File: config.mk
export PLATFORM = sky130hd
export DESIGN_NAME = arcade_input_top
export DESIGN_NICKNAME = d
export VERILOG_FILES = /design/src/arcade_input_pkg.sv /design/src/ps2_button_decoder.sv /design/src/dip_switch_bank.sv /design/src/control_input_map.sv /design/src/arcade_input_top.sv
export VERILOG_INCLUDE_DIRS = /design/src
export SDC_FILE = /design/constraint.sdc
export NUM_CORES = 1
export LEC_CHECK = 0
export BUFFER_PORTS_ARGS = -buffer_cell sky130_fd_sc_hd__buf_2
export CELL_PAD_IN_SITES_DETAIL_PLACEMENT = 1
export CELL_PAD_IN_SITES_GLOBAL_PLACEMENT = 1
export CORE_MARGIN = 3
export CORE_UTILIZATION = 29
export DETAILED_ROUTE_END_ITERATION = 6
export PLACE_DENSITY = 0.76
export SLEW_MARGIN = 20
export SYNTH_ARGS = -nofsm -noshare
export SYNTH_HDL_FRONTEND = slang
export SYNTH_SLANG_ARGS = --single-unit
export TNS_END_PERCENT = 20
File: constraint.sdc
create_clock -name clk_sys -period 2.8 [get_ports clk_sys]
set_input_delay 0.42 -clock clk_sys [delete_from_list [all_inputs] [get_ports clk_sys]]
set_output_delay 0.42 -clock clk_sys [all_outputs]
set_load 0.02 [all_outputs]
File: src/arcade_input_settings.svh
// Arcade input settings
`ifndef ARCADE_INPUT_SETTINGS_SVH
`define ARCADE_INPUT_SETTINGS_SVH

// PS/2 set 2 scan codes for the mapped keys
`define KEY_START1          8'h16
`define KEY_START2          8'h1E
`define KEY_COIN1           8'h2E
`define KEY_COIN2           8'h36
`define KEY_PAUSE           8'h4D
`define KEY_UP              8'h75
`define KEY_DOWN            8'h72
`define KEY_LEFT            8'h6B
`define KEY_RIGHT           8'h74
// Ctrl, alt, space, shift
`define KEY_FIRE_A          8'h14
`define KEY_FIRE_B          8'h11
`define KEY_FIRE_X          8'h29
`define KEY_FIRE_Y          8'h12

// Bit positions in the host joystick word
`define JOY_RIGHT_BIT       0
`define JOY_LEFT_BIT        1
`define JOY_DOWN_BIT        2
`define JOY_UP_BIT          3
`define JOY_FIRE_A_BIT      4
`define JOY_FIRE_B_BIT      5
`define JOY_FIRE_X_BIT      6
`define JOY_FIRE_Y_BIT      7
`define JOY_START1_BIT      8
`define JOY_COIN1_BIT       9
`define JOY_START2_BIT      10
`define JOY_PAUSE_BIT       11

// DIP switch storage and the download slot that fills it
`define DIP_BYTES           8
`define DIP_BANKS_USED      3
`define DIP_DOWNLOAD_INDEX  8'd254
`define DOWNLOAD_ADDR_WIDTH 25

`endif

File: src/arcade_input_pkg.sv
// Arcade input types
`include "arcade_input_settings.svh"

package arcade_input_pkg;

    ////////////////////////////////////////////////////////////////////////////
    // Host side
    ////////////////////////////////////////////////////////////////////////////

    // One keyboard event as delivered by the host
    typedef struct packed {
        logic       toggle;     // Flips once per new event
        logic       pressed;    // 1 on make, 0 on break
        logic       extended;   // E0 prefixed code
        logic [7:0] code;
    } ps2_key_t;

    // Raw joystick word, see JOY_*_BIT for the layout
    typedef logic [15:0] joystick_t;

    // Download stream write, strobe valid for one clock
    typedef struct packed {
        logic                            wr;
        logic [7:0]                      index;
        logic [`DOWNLOAD_ADDR_WIDTH-1:0] addr;
        logic [7:0]                      data;
    } download_t;

    ////////////////////////////////////////////////////////////////////////////
    // Internal
    ////////////////////////////////////////////////////////////////////////////

    // Held keyboard buttons, active high
    typedef struct packed {
        logic start1;
        logic start2;
        logic coin1;
        logic coin2;
        logic pause;
        logic up;
        logic down;
        logic left;
        logic right;
        logic a;
        logic b;
        logic x;
        logic y;
    } kbd_buttons_t;

    ////////////////////////////////////////////////////////////////////////////
    // Board side
    ////////////////////////////////////////////////////////////////////////////

    // One player's controls, active low
    typedef struct packed {
        logic [3:0] joystick;   // {up, down, left, right}
        logic [3:0] buttons;    // {a, b, x, y}
    } player_inputs_t;

    // Everything the arcade board reads from the control panel
    typedef struct packed {
        logic [1:0]     coin;       // {coin2, coin1}, active low
        logic [1:0]     start;      // {start2, start1}, active low
        player_inputs_t p1;
        player_inputs_t p2;
        logic           pause_req;  // Active high
    } arcade_inputs_t;

    // Inverted DIP bytes handed to the board, byte 2 on top
    typedef logic [`DIP_BANKS_USED-1:0][7:0] dip_banks_t;

endpackage

File: src/ps2_button_decoder.sv
// PS/2 keyboard button decoder
`timescale 1ns/1ps
`include "arcade_input_settings.svh"

module ps2_button_decoder
    import arcade_input_pkg::*;
(
    input  logic         clk_sys,
    input  logic         reset,
    input  ps2_key_t     ps2_key,
    output kbd_buttons_t buttons
);

    ////////////////////////////////////////////////////////////////////////////
    // Event detection
    ////////////////////////////////////////////////////////////////////////////

    // Host flips the toggle bit for every new key event
    logic toggle_prev;
    logic key_event;

    assign key_event = ps2_key.toggle != toggle_prev;

    always_ff @(posedge clk_sys) begin
        if (reset) begin
            toggle_prev <= 1'b0;
        end else begin
            toggle_prev <= ps2_key.toggle;
        end
    end

    ////////////////////////////////////////////////////////////////////////////
    // Held button levels
    ////////////////////////////////////////////////////////////////////////////

    // Make sets the level, break clears it
    // Unmapped codes fall through and leave every button alone
    always_ff @(posedge clk_sys) begin
        if (reset) begin
            buttons <= '0;
        end else if (key_event) begin
            case (ps2_key.code)
                // Cabinet buttons
                `KEY_START1: begin
                    buttons.start1 <= ps2_key.pressed;
                end
                `KEY_START2: begin
                    buttons.start2 <= ps2_key.pressed;
                end
                `KEY_COIN1: begin
                    buttons.coin1 <= ps2_key.pressed;
                end
                `KEY_COIN2: begin
                    buttons.coin2 <= ps2_key.pressed;
                end
                `KEY_PAUSE: begin
                    buttons.pause <= ps2_key.pressed;
                end

                // Directions, shared by both players
                `KEY_UP: begin
                    buttons.up <= ps2_key.pressed;
                end
                `KEY_DOWN: begin
                    buttons.down <= ps2_key.pressed;
                end
                `KEY_LEFT: begin
                    buttons.left <= ps2_key.pressed;
                end
                `KEY_RIGHT: begin
                    buttons.right <= ps2_key.pressed;
                end

                // Fire buttons, also shared
                `KEY_FIRE_A: begin
                    buttons.a <= ps2_key.pressed;
                end
                `KEY_FIRE_B: begin
                    buttons.b <= ps2_key.pressed;
                end
                `KEY_FIRE_X: begin
                    buttons.x <= ps2_key.pressed;
                end
                `KEY_FIRE_Y: begin
                    buttons.y <= ps2_key.pressed;
                end

                default: begin
                end
            endcase
        end
    end

endmodule

File: src/dip_switch_bank.sv
// DIP switch bank
`timescale 1ns/1ps
`include "arcade_input_settings.svh"

module dip_switch_bank
    import arcade_input_pkg::*;
(
    input  logic       clk_sys,
    input  logic       reset,
    input  download_t  download,
    output dip_banks_t dip_banks
);

    // Low address bits pick one of the stored bytes
    localparam int SEL_W = $clog2(`DIP_BYTES);

    logic [7:0] dip_sw [`DIP_BYTES];
    logic       dip_write;

    // Only the DIP slot, and only addresses inside the bank
    assign dip_write = download.wr
                    && (download.index == `DIP_DOWNLOAD_INDEX)
                    && (download.addr[`DOWNLOAD_ADDR_WIDTH-1:SEL_W] == '0);

    always_ff @(posedge clk_sys) begin
        if (reset) begin
            for (int i = 0; i < `DIP_BYTES; i++) begin
                dip_sw[i] <= 8'h00;
            end
        end else if (dip_write) begin
            dip_sw[download.addr[SEL_W-1:0]] <= download.data;
        end
    end

    ////////////////////////////////////////////////////////////////////////////
    // Board view
    ////////////////////////////////////////////////////////////////////////////

    // Board switches are active low, so a stored 0 reads as off
    always_comb begin
        for (int i = 0; i < `DIP_BANKS_USED; i++) begin
            dip_banks[i] = ~dip_sw[i];
        end
    end

endmodule

File: src/control_input_map.sv
// Control panel input mapper
`timescale 1ns/1ps
`include "arcade_input_settings.svh"

module control_input_map
    import arcade_input_pkg::*;
(
    input  kbd_buttons_t   buttons,
    input  joystick_t      joystick_0,
    input  joystick_t      joystick_1,
    output arcade_inputs_t arcade_inputs
);

    // One player's panel, keyboard ORed with that player's stick, then inverted
    function automatic player_inputs_t map_player(
        input kbd_buttons_t kbd,
        input joystick_t    joy
    );
        player_inputs_t p;

        p.joystick = ~{
            kbd.up    | joy[`JOY_UP_BIT],
            kbd.down  | joy[`JOY_DOWN_BIT],
            kbd.left  | joy[`JOY_LEFT_BIT],
            kbd.right | joy[`JOY_RIGHT_BIT]
        };
        p.buttons = ~{
            kbd.a | joy[`JOY_FIRE_A_BIT],
            kbd.b | joy[`JOY_FIRE_B_BIT],
            kbd.x | joy[`JOY_FIRE_X_BIT],
            kbd.y | joy[`JOY_FIRE_Y_BIT]
        };
        return p;
    endfunction

    ////////////////////////////////////////////////////////////////////////////
    // Cabinet buttons
    ////////////////////////////////////////////////////////////////////////////

    // Either stick may insert coin 1, start a game or pause
    joystick_t joy_any;
    logic      start1_req;
    logic      start2_req;
    logic      coin1_req;
    logic      coin2_req;

    assign joy_any    = joystick_0 | joystick_1;
    assign start1_req = buttons.start1 | joy_any[`JOY_START1_BIT];
    assign start2_req = buttons.start2 | joy_any[`JOY_START2_BIT];
    assign coin1_req  = buttons.coin1  | joy_any[`JOY_COIN1_BIT];
    // No stick bit for the second coin slot
    assign coin2_req  = buttons.coin2;

    ////////////////////////////////////////////////////////////////////////////
    // Board inputs
    ////////////////////////////////////////////////////////////////////////////

    always_comb begin
        arcade_inputs.coin      = ~{coin2_req, coin1_req};
        arcade_inputs.start     = ~{start2_req, start1_req};
        arcade_inputs.p1        = map_player(buttons, joystick_0);
        arcade_inputs.p2        = map_player(buttons, joystick_1);
        // Pause goes to the pause control, which wants it active high
        arcade_inputs.pause_req = buttons.pause | joy_any[`JOY_PAUSE_BIT];
    end

endmodule

File: src/arcade_input_top.sv
// Arcade input front end
`timescale 1ns/1ps

module arcade_input_top
    import arcade_input_pkg::*;
(
    input  logic           clk_sys,
    input  logic           reset,
    input  ps2_key_t       ps2_key,
    input  joystick_t      joystick_0,
    input  joystick_t      joystick_1,
    input  download_t      download,
    output arcade_inputs_t arcade_inputs,
    output dip_banks_t     dip_banks
);

    kbd_buttons_t kbd_buttons;

    ////////////////////////////////////////////////////////////////////////////
    // Keyboard
    ////////////////////////////////////////////////////////////////////////////

    ps2_button_decoder ps2_button_decoder_inst (
        .clk_sys (clk_sys),
        .reset   (reset),
        .ps2_key (ps2_key),
        .buttons (kbd_buttons)
    );

    // DIP bytes come in through the download stream
    dip_switch_bank dip_switch_bank_inst (
        .clk_sys   (clk_sys),
        .reset     (reset),
        .download  (download),
        .dip_banks (dip_banks)
    );

    ////////////////////////////////////////////////////////////////////////////
    // Board inputs
    ////////////////////////////////////////////////////////////////////////////

    control_input_map control_input_map_inst (
        .buttons       (kbd_buttons),
        .joystick_0    (joystick_0),
        .joystick_1    (joystick_1),
        .arcade_inputs (arcade_inputs)
    );

endmodule

==> flow_summary.html <==
<table>
<tr><th>Metric</th><th>Value</th></tr>
<tr><th colspan="2">Status</th></tr>
<tr><td>Run status</td><td>finished clean</td></tr>
<tr><th colspan="2">Setup path</th></tr>
<tr><td>Setup crit start</td><td>download[22]</td></tr>
<tr><td>Largest fanout on the critical path</td><td>6</td></tr>
<tr><td>Arrival @ worst endpoint</td><td>approximately 1900 ps</td></tr>
<tr><td>Cell depth of the worst flop-to-flop path</td><td>3</td></tr>
<tr><td>Kind of critical path</td><td>input pin to flop</td></tr>
<tr><td>Master of the slowest instance on the critical path</td><td>o31ai_1</td></tr>
<tr><td>Depth of the critical timing path with buffers and inverters included</td><td>5</td></tr>
<tr><td>List of cells traversed by the critical path</td><td>buf_2 -&gt; nor4_2 -&gt; nand4_4 -&gt; o31ai_1 -&gt; buf_4</td></tr>
<tr><td>Data required time at the worst endpoint</td><td>2800 ps</td></tr>
<tr><td>Endpoint class of the critical path</td><td>flop</td></tr>
<tr><td>Largest stage delay on the critical path</td><td>around 500 ps</td></tr>
<tr><td>Crit path launch type</td><td>input pin</td></tr>
<tr><td>Startpoint of the worst register-to-register path</td><td>ps2_button_decoder_inst.toggle_prev</td></tr>
<tr><td>Buffer and inverter count on the worst path</td><td>2</td></tr>
<tr><td>CP top delay family</td><td>simple AND/OR/NAND/NOR gates</td></tr>
<tr><th colspan="2">Synthesis</th></tr>
<tr><td>Distinct cells, synth</td><td>26</td></tr>
<tr><td>Mapped Cells</td><td>approximately 200</td></tr>
<tr><td>Largest family of logic cells by synthesized area</td><td>simple AND/OR/NAND/NOR gates</td></tr>
<tr><td>Post-synthesis instance area</td><td>1990 um^2</td></tr>
<tr><td>Number of flip-flops and latches in the synthesized netlist</td><td>38</td></tr>
<tr><td>Avg Inst Size Synth</td><td>10.0 um^2</td></tr>
<tr><td>Synthesized-area fraction occupied by ao, oa, aoi and oai cells</td><td>between 1 and 1.5%</td></tr>
<tr><td>Number of warnings printed during yosys synthesis</td><td>0</td></tr>
<tr><td>Multiplexer area fraction after synthesis</td><td>between 6 and 7%</td></tr>
<tr><td>Synthesized-area fraction occupied by and/or/nand/nor cells</td><td>32.7%</td></tr>
<tr><td>Seq/Total Area, Yosys</td><td>around 50%</td></tr>
<tr><td>Share of synthesized cell area in full adder, half adder and majority cells</td><td>0%</td></tr>
<tr><td>Net count of the mapped netlist</td><td>between 200 and 300</td></tr>
<tr><td>Post-Synth XOR/XNOR Area</td><td>less than 1%</td></tr>
<tr><th colspan="2">Clock network</th></tr>
<tr><td>Max clock buf depth</td><td>2</td></tr>
<tr><td>Clk Latency, worst-skew pair</td><td>around 280 ps</td></tr>
<tr><td>H-Tree Depth</td><td>2</td></tr>
<tr><td>Root buffer cell</td><td>clkbuf_8</td></tr>
<tr><td>CTS Buf Count</td><td>5</td></tr>
<tr><td>Sink Count</td><td>38</td></tr>
<tr><td>CTS Hold Bufs</td><td>0</td></tr>
<tr><td>Resized cells post-CTS</td><td>0</td></tr>
<tr><td>CTS tree</td><td>yes</td></tr>
<tr><td>Clock slew seen by the registers of the worst setup and hold paths</td><td>80 ps</td></tr>
<tr><td>Setup fix buffers added after clock tree synthesis</td><td>0</td></tr>
<tr><th colspan="2">Hold path</th></tr>
<tr><td>Critical hold path startpoint</td><td>reset</td></tr>
<tr><td>Hold path depth</td><td>2</td></tr>
<tr><td>Hold Crit Class</td><td>input pin to flop</td></tr>
<tr><th colspan="2">Layout</th></tr>
<tr><td># nets final</td><td>413</td></tr>
<tr><td>Post-Route Utilization</td><td>43.3%</td></tr>
<tr><td>Final Instance Count excl. Fillers</td><td>approximately 400</td></tr>
<tr><td>Design area</td><td>2810 um^2</td></tr>
<tr><td>Fraction of final layout cells sized beyond drive strength 1</td><td>a little under half</td></tr>
<tr><td>Antenna diode instance count</td><td>0</td></tr>
<tr><td>Growth of design area from synthesis to finish</td><td>41.5%</td></tr>
<tr><th colspan="2">Global routing</th></tr>
<tr><td>Global-route wire length before repair</td><td>8860 um</td></tr>
<tr><td>Number of global-route vias before repair</td><td>about 1900</td></tr>
<tr><td>Total global routing track utilization</td><td>between 10% and 20%</td></tr>
<tr><td>Maximum number of pins on one net before global-route repair</td><td>23</td></tr>
<tr><td>Overflow left after global routing</td><td>0</td></tr>
<tr><td>Antenna violations before repair</td><td>0</td></tr>
<tr><th colspan="2">Power</th></tr>
<tr><td>Worst-case vdd ir drop</td><td>approximately 0.00033 V</td></tr>
<tr><td>Relative contribution of the clock network to total power</td><td>about 36%</td></tr>
<tr><td>Register share of total power</td><td>between 40 and 50%</td></tr>
<tr><td>Switching share of power</td><td>roughly a quarter</td></tr>
<tr><td>Combinational power share</td><td>between 10% and 20%</td></tr>
<tr><td>Leakage power summed over all cells</td><td>around 1.4 nW</td></tr>
<tr><td>Power per unit of standard cell area</td><td>between 400 and 500 nW/um^2</td></tr>
<tr><td>Net load switching power</td><td>326 uW</td></tr>
<tr><td>Internal power consumption</td><td>approximately 960 uW</td></tr>
<tr><td>Tot Pwr</td><td>between 1 and 1.5 mW</td></tr>
<tr><th colspan="2">Placed design</th></tr>
<tr><td>Place WS</td><td>615 ps</td></tr>
<tr><td>Routability-driven placement congestion ratio</td><td>0.761</td></tr>
<tr><td>Count of input and output buffers</td><td>about 120</td></tr>
<tr><td>Area after detailed placement</td><td>between 2000 and 3000 um^2</td></tr>
<tr><td>Dpl cells</td><td>between 300 and 400</td></tr>
<tr><td>HPWL reported at the end of detailed placement</td><td>between 4000 and 5000 um</td></tr>
<tr><th colspan="2">Timing</th></tr>
<tr><td>RSZ-0062 raised after global routing</td><td>false</td></tr>
<tr><td>Sum of negative setup slack</td><td>0 ps</td></tr>
<tr><td>Final period util</td><td>between 60 and 70%</td></tr>
<tr><td>Final-report max-slew violation count</td><td>0</td></tr>
<tr><td>Shortest clock period the worst path allows after layout</td><td>1850 ps</td></tr>
<tr><td>Post-route worst setup slack</td><td>approximately 950 ps</td></tr>
<tr><td>Worst slew pin tran</td><td>about 900 ps</td></tr>
<tr><td>Maximum operating frequency</td><td>~540 MHz</td></tr>
<tr><td>Final worst clock skew</td><td>approximately 3.1 ps</td></tr>
<tr><td>Total count of hold-check failures in the final report</td><td>0</td></tr>
<tr><td>Worst hold slack across all endpoints</td><td>between 300 and 400 ps</td></tr>
<tr><td>Setup-failing EPs final</td><td>0</td></tr>
<tr><td>Worst slew margin</td><td>between 30% and 40%</td></tr>
<tr><th colspan="2">Floorplanning</th></tr>
<tr><td>Die Wd</td><td>88.8 um</td></tr>
<tr><td>Vertical extent of the die</td><td>~89 um</td></tr>
<tr><td>IO Count</td><td>roughly 130</td></tr>
<tr><td>Core Region</td><td>approximately 6500 um^2</td></tr>
<tr><td>Area of the die</td><td>7890 um^2</td></tr>
<tr><td>Std-Cell Rows</td><td>29</td></tr>
<tr><td>Initial core utilization</td><td>approximately 30%</td></tr>
<tr><th colspan="2">Route</th></tr>
<tr><td>First-pass iteration count of the detailed router</td><td>4</td></tr>
<tr><td>Per-cell routed wire length</td><td>13.9 um</td></tr>
<tr><td>Final Routed Wirelength</td><td>between 5000 and 6000 um</td></tr>
<tr><td>Antenna-violating nets left</td><td>0</td></tr>
<tr><td>Number of DRC violations after detailed-routing iteration 0</td><td>55</td></tr>
<tr><td>Count of unresolved DRC violations after routing</td><td>0</td></tr>
<tr><td>Total via count in the routed design</td><td>just under 2000</td></tr>
<tr><td>Via density per instance</td><td>between 4 and 5</td></tr>
<tr><th colspan="2">Flow run</th></tr>
<tr><td>Maximum capacitance violations</td><td>0</td></tr>
</table>
[sequential cells by signal (all words and copies together) (netlist names)]
register / count
ps2_button_decoder_inst.toggle_prev: 1
ps2_button_decoder_inst.buttons: 13
dip_switch_bank_inst.dip_sw: 24
[routing by layer]
| layer | vias up | global-route usage (%) | routed length, um |
|---|---|---|---|
| li1 | 969 | - | - |
| met1 | 928 | 18.6 | 2400 |
| met2 | 76 | 24.5 | 2790 |
| met3 | 2 | 2.23 | 419 |
| met4 | 0 | 2.88 | 28 |
| met5 | - | 0 | 0 |
[cell usage after synthesis]
| master | count | area, um^2 |
|---|---|---|
| nand4_1 | 12 | 75.1 |
| and3b_1 | 2 | 17.5 |
| nor4_1 | 21 | 131 |
| buf_2 | 3 | 15.0 |
| or3_1 | 2 | 12.5 |
| xor2_1 | 1 | 8.76 |
| nor2_1 | 20 | 75.1 |
| nand4b_1 | 1 | 8.76 |
| and4_1 | 1 | 8.76 |
| nand4_4 | 1 | 21.3 |
| nor2b_1 | 4 | 25.0 |
| nand4_2 | 1 | 12.5 |
| clkinv_1 | 1 | 3.75 |
| nor4b_2 | 2 | 30.0 |
| nor3_1 | 3 | 15.0 |
| nor4_2 | 8 | 100 |
| buf_6 | 2 | 22.5 |
| o31ai_1 | 3 | 22.5 |
| nand2_1 | 17 | 63.8 |
| dfxtp_1 | 14 | 280 |
| inv_1 | 33 | 124 |
| clkbuf_1 | 3 | 11.3 |
| nor3b_1 | 3 | 22.5 |
| mux2i_1 | 13 | 130 |
| and4b_1 | 3 | 30.0 |
| edfxtp_1 | 24 | 721 |
[worst paths after layout]
path         slack [ps]                                  end
min                 340  ps2_button_decoder_inst.toggle_prev
min reg2reg         470  ps2_button_decoder_inst.buttons[12]
max reg2reg        1160   ps2_button_decoder_inst.buttons[1]
max                 950    dip_switch_bank_inst.dip_sw[2][7]
[worst reg2reg max path: cells and delay by family (launching register included)]
| family | cells | cell delay [ps] |
|---|---|---|
| multiplexers | 1 | 190 |
| XOR/XNOR | 1 | 710 |
| flip-flops | 1 | 330 |
| AND/OR/NAND/NOR | 1 | 270 |
[power by group through the flow]
stage / Sequential (mW) / Clock, mW / Combinational (mW)
floorplan: 0.628 / 0 / 0.0995
finish: 0.617 / 0.460 / 0.209
global route: 0.619 / 0.495 / 0.230
detailed placement: 0.630 / 0 / 0.211
CTS: 0.617 / 0.473 / 0.212
global placement: 0.629 / 0 / 0.206
[logic make-up (layout without fill, tap and decap cells)]
group | after synthesis | in the layout
AND/OR/NAND/NOR | 101 | 101
flip-flops | 38 | 38
buffers and inverters | 42 | 171
multiplexers | 13 | 13
AO/OA/AOI/OAI | 3 | 3
XOR/XNOR | 1 | 1
[final cells by class]
type / instances / area [um^2]
flip-flops and latches: 38 / 1000
repair buffers: 129 / 663
well taps: 77 / 96.3
clock buffers: 5 / 68.8
multi-input cells: 118 / 811
fillers: 794 / 3680
inverters: 34 / 128
clock inverters: 3 / 45.0
[cell usage in the layout (no fill, tap or decap), types with 2 or more instances in the layout]
master and count:
nor3b_1 3, o31ai_1 3, nor4b_2 2, clkbuf_8 5
nor3_1 3, nor2b_1 4, nor4_1 21, nor2_1 20
and3b_1 2, nand4_1 12, buf_2 122, nor4_2 8
and4b_1 3, clkinvlp_4 2, buf_4 7, dfxtp_1 14
or3_1 2, edfxtp_1 24, nand2_1 17, mux2i_1 13
inv_1 33
Note: power is estimated with default switching activity, not from simulation.
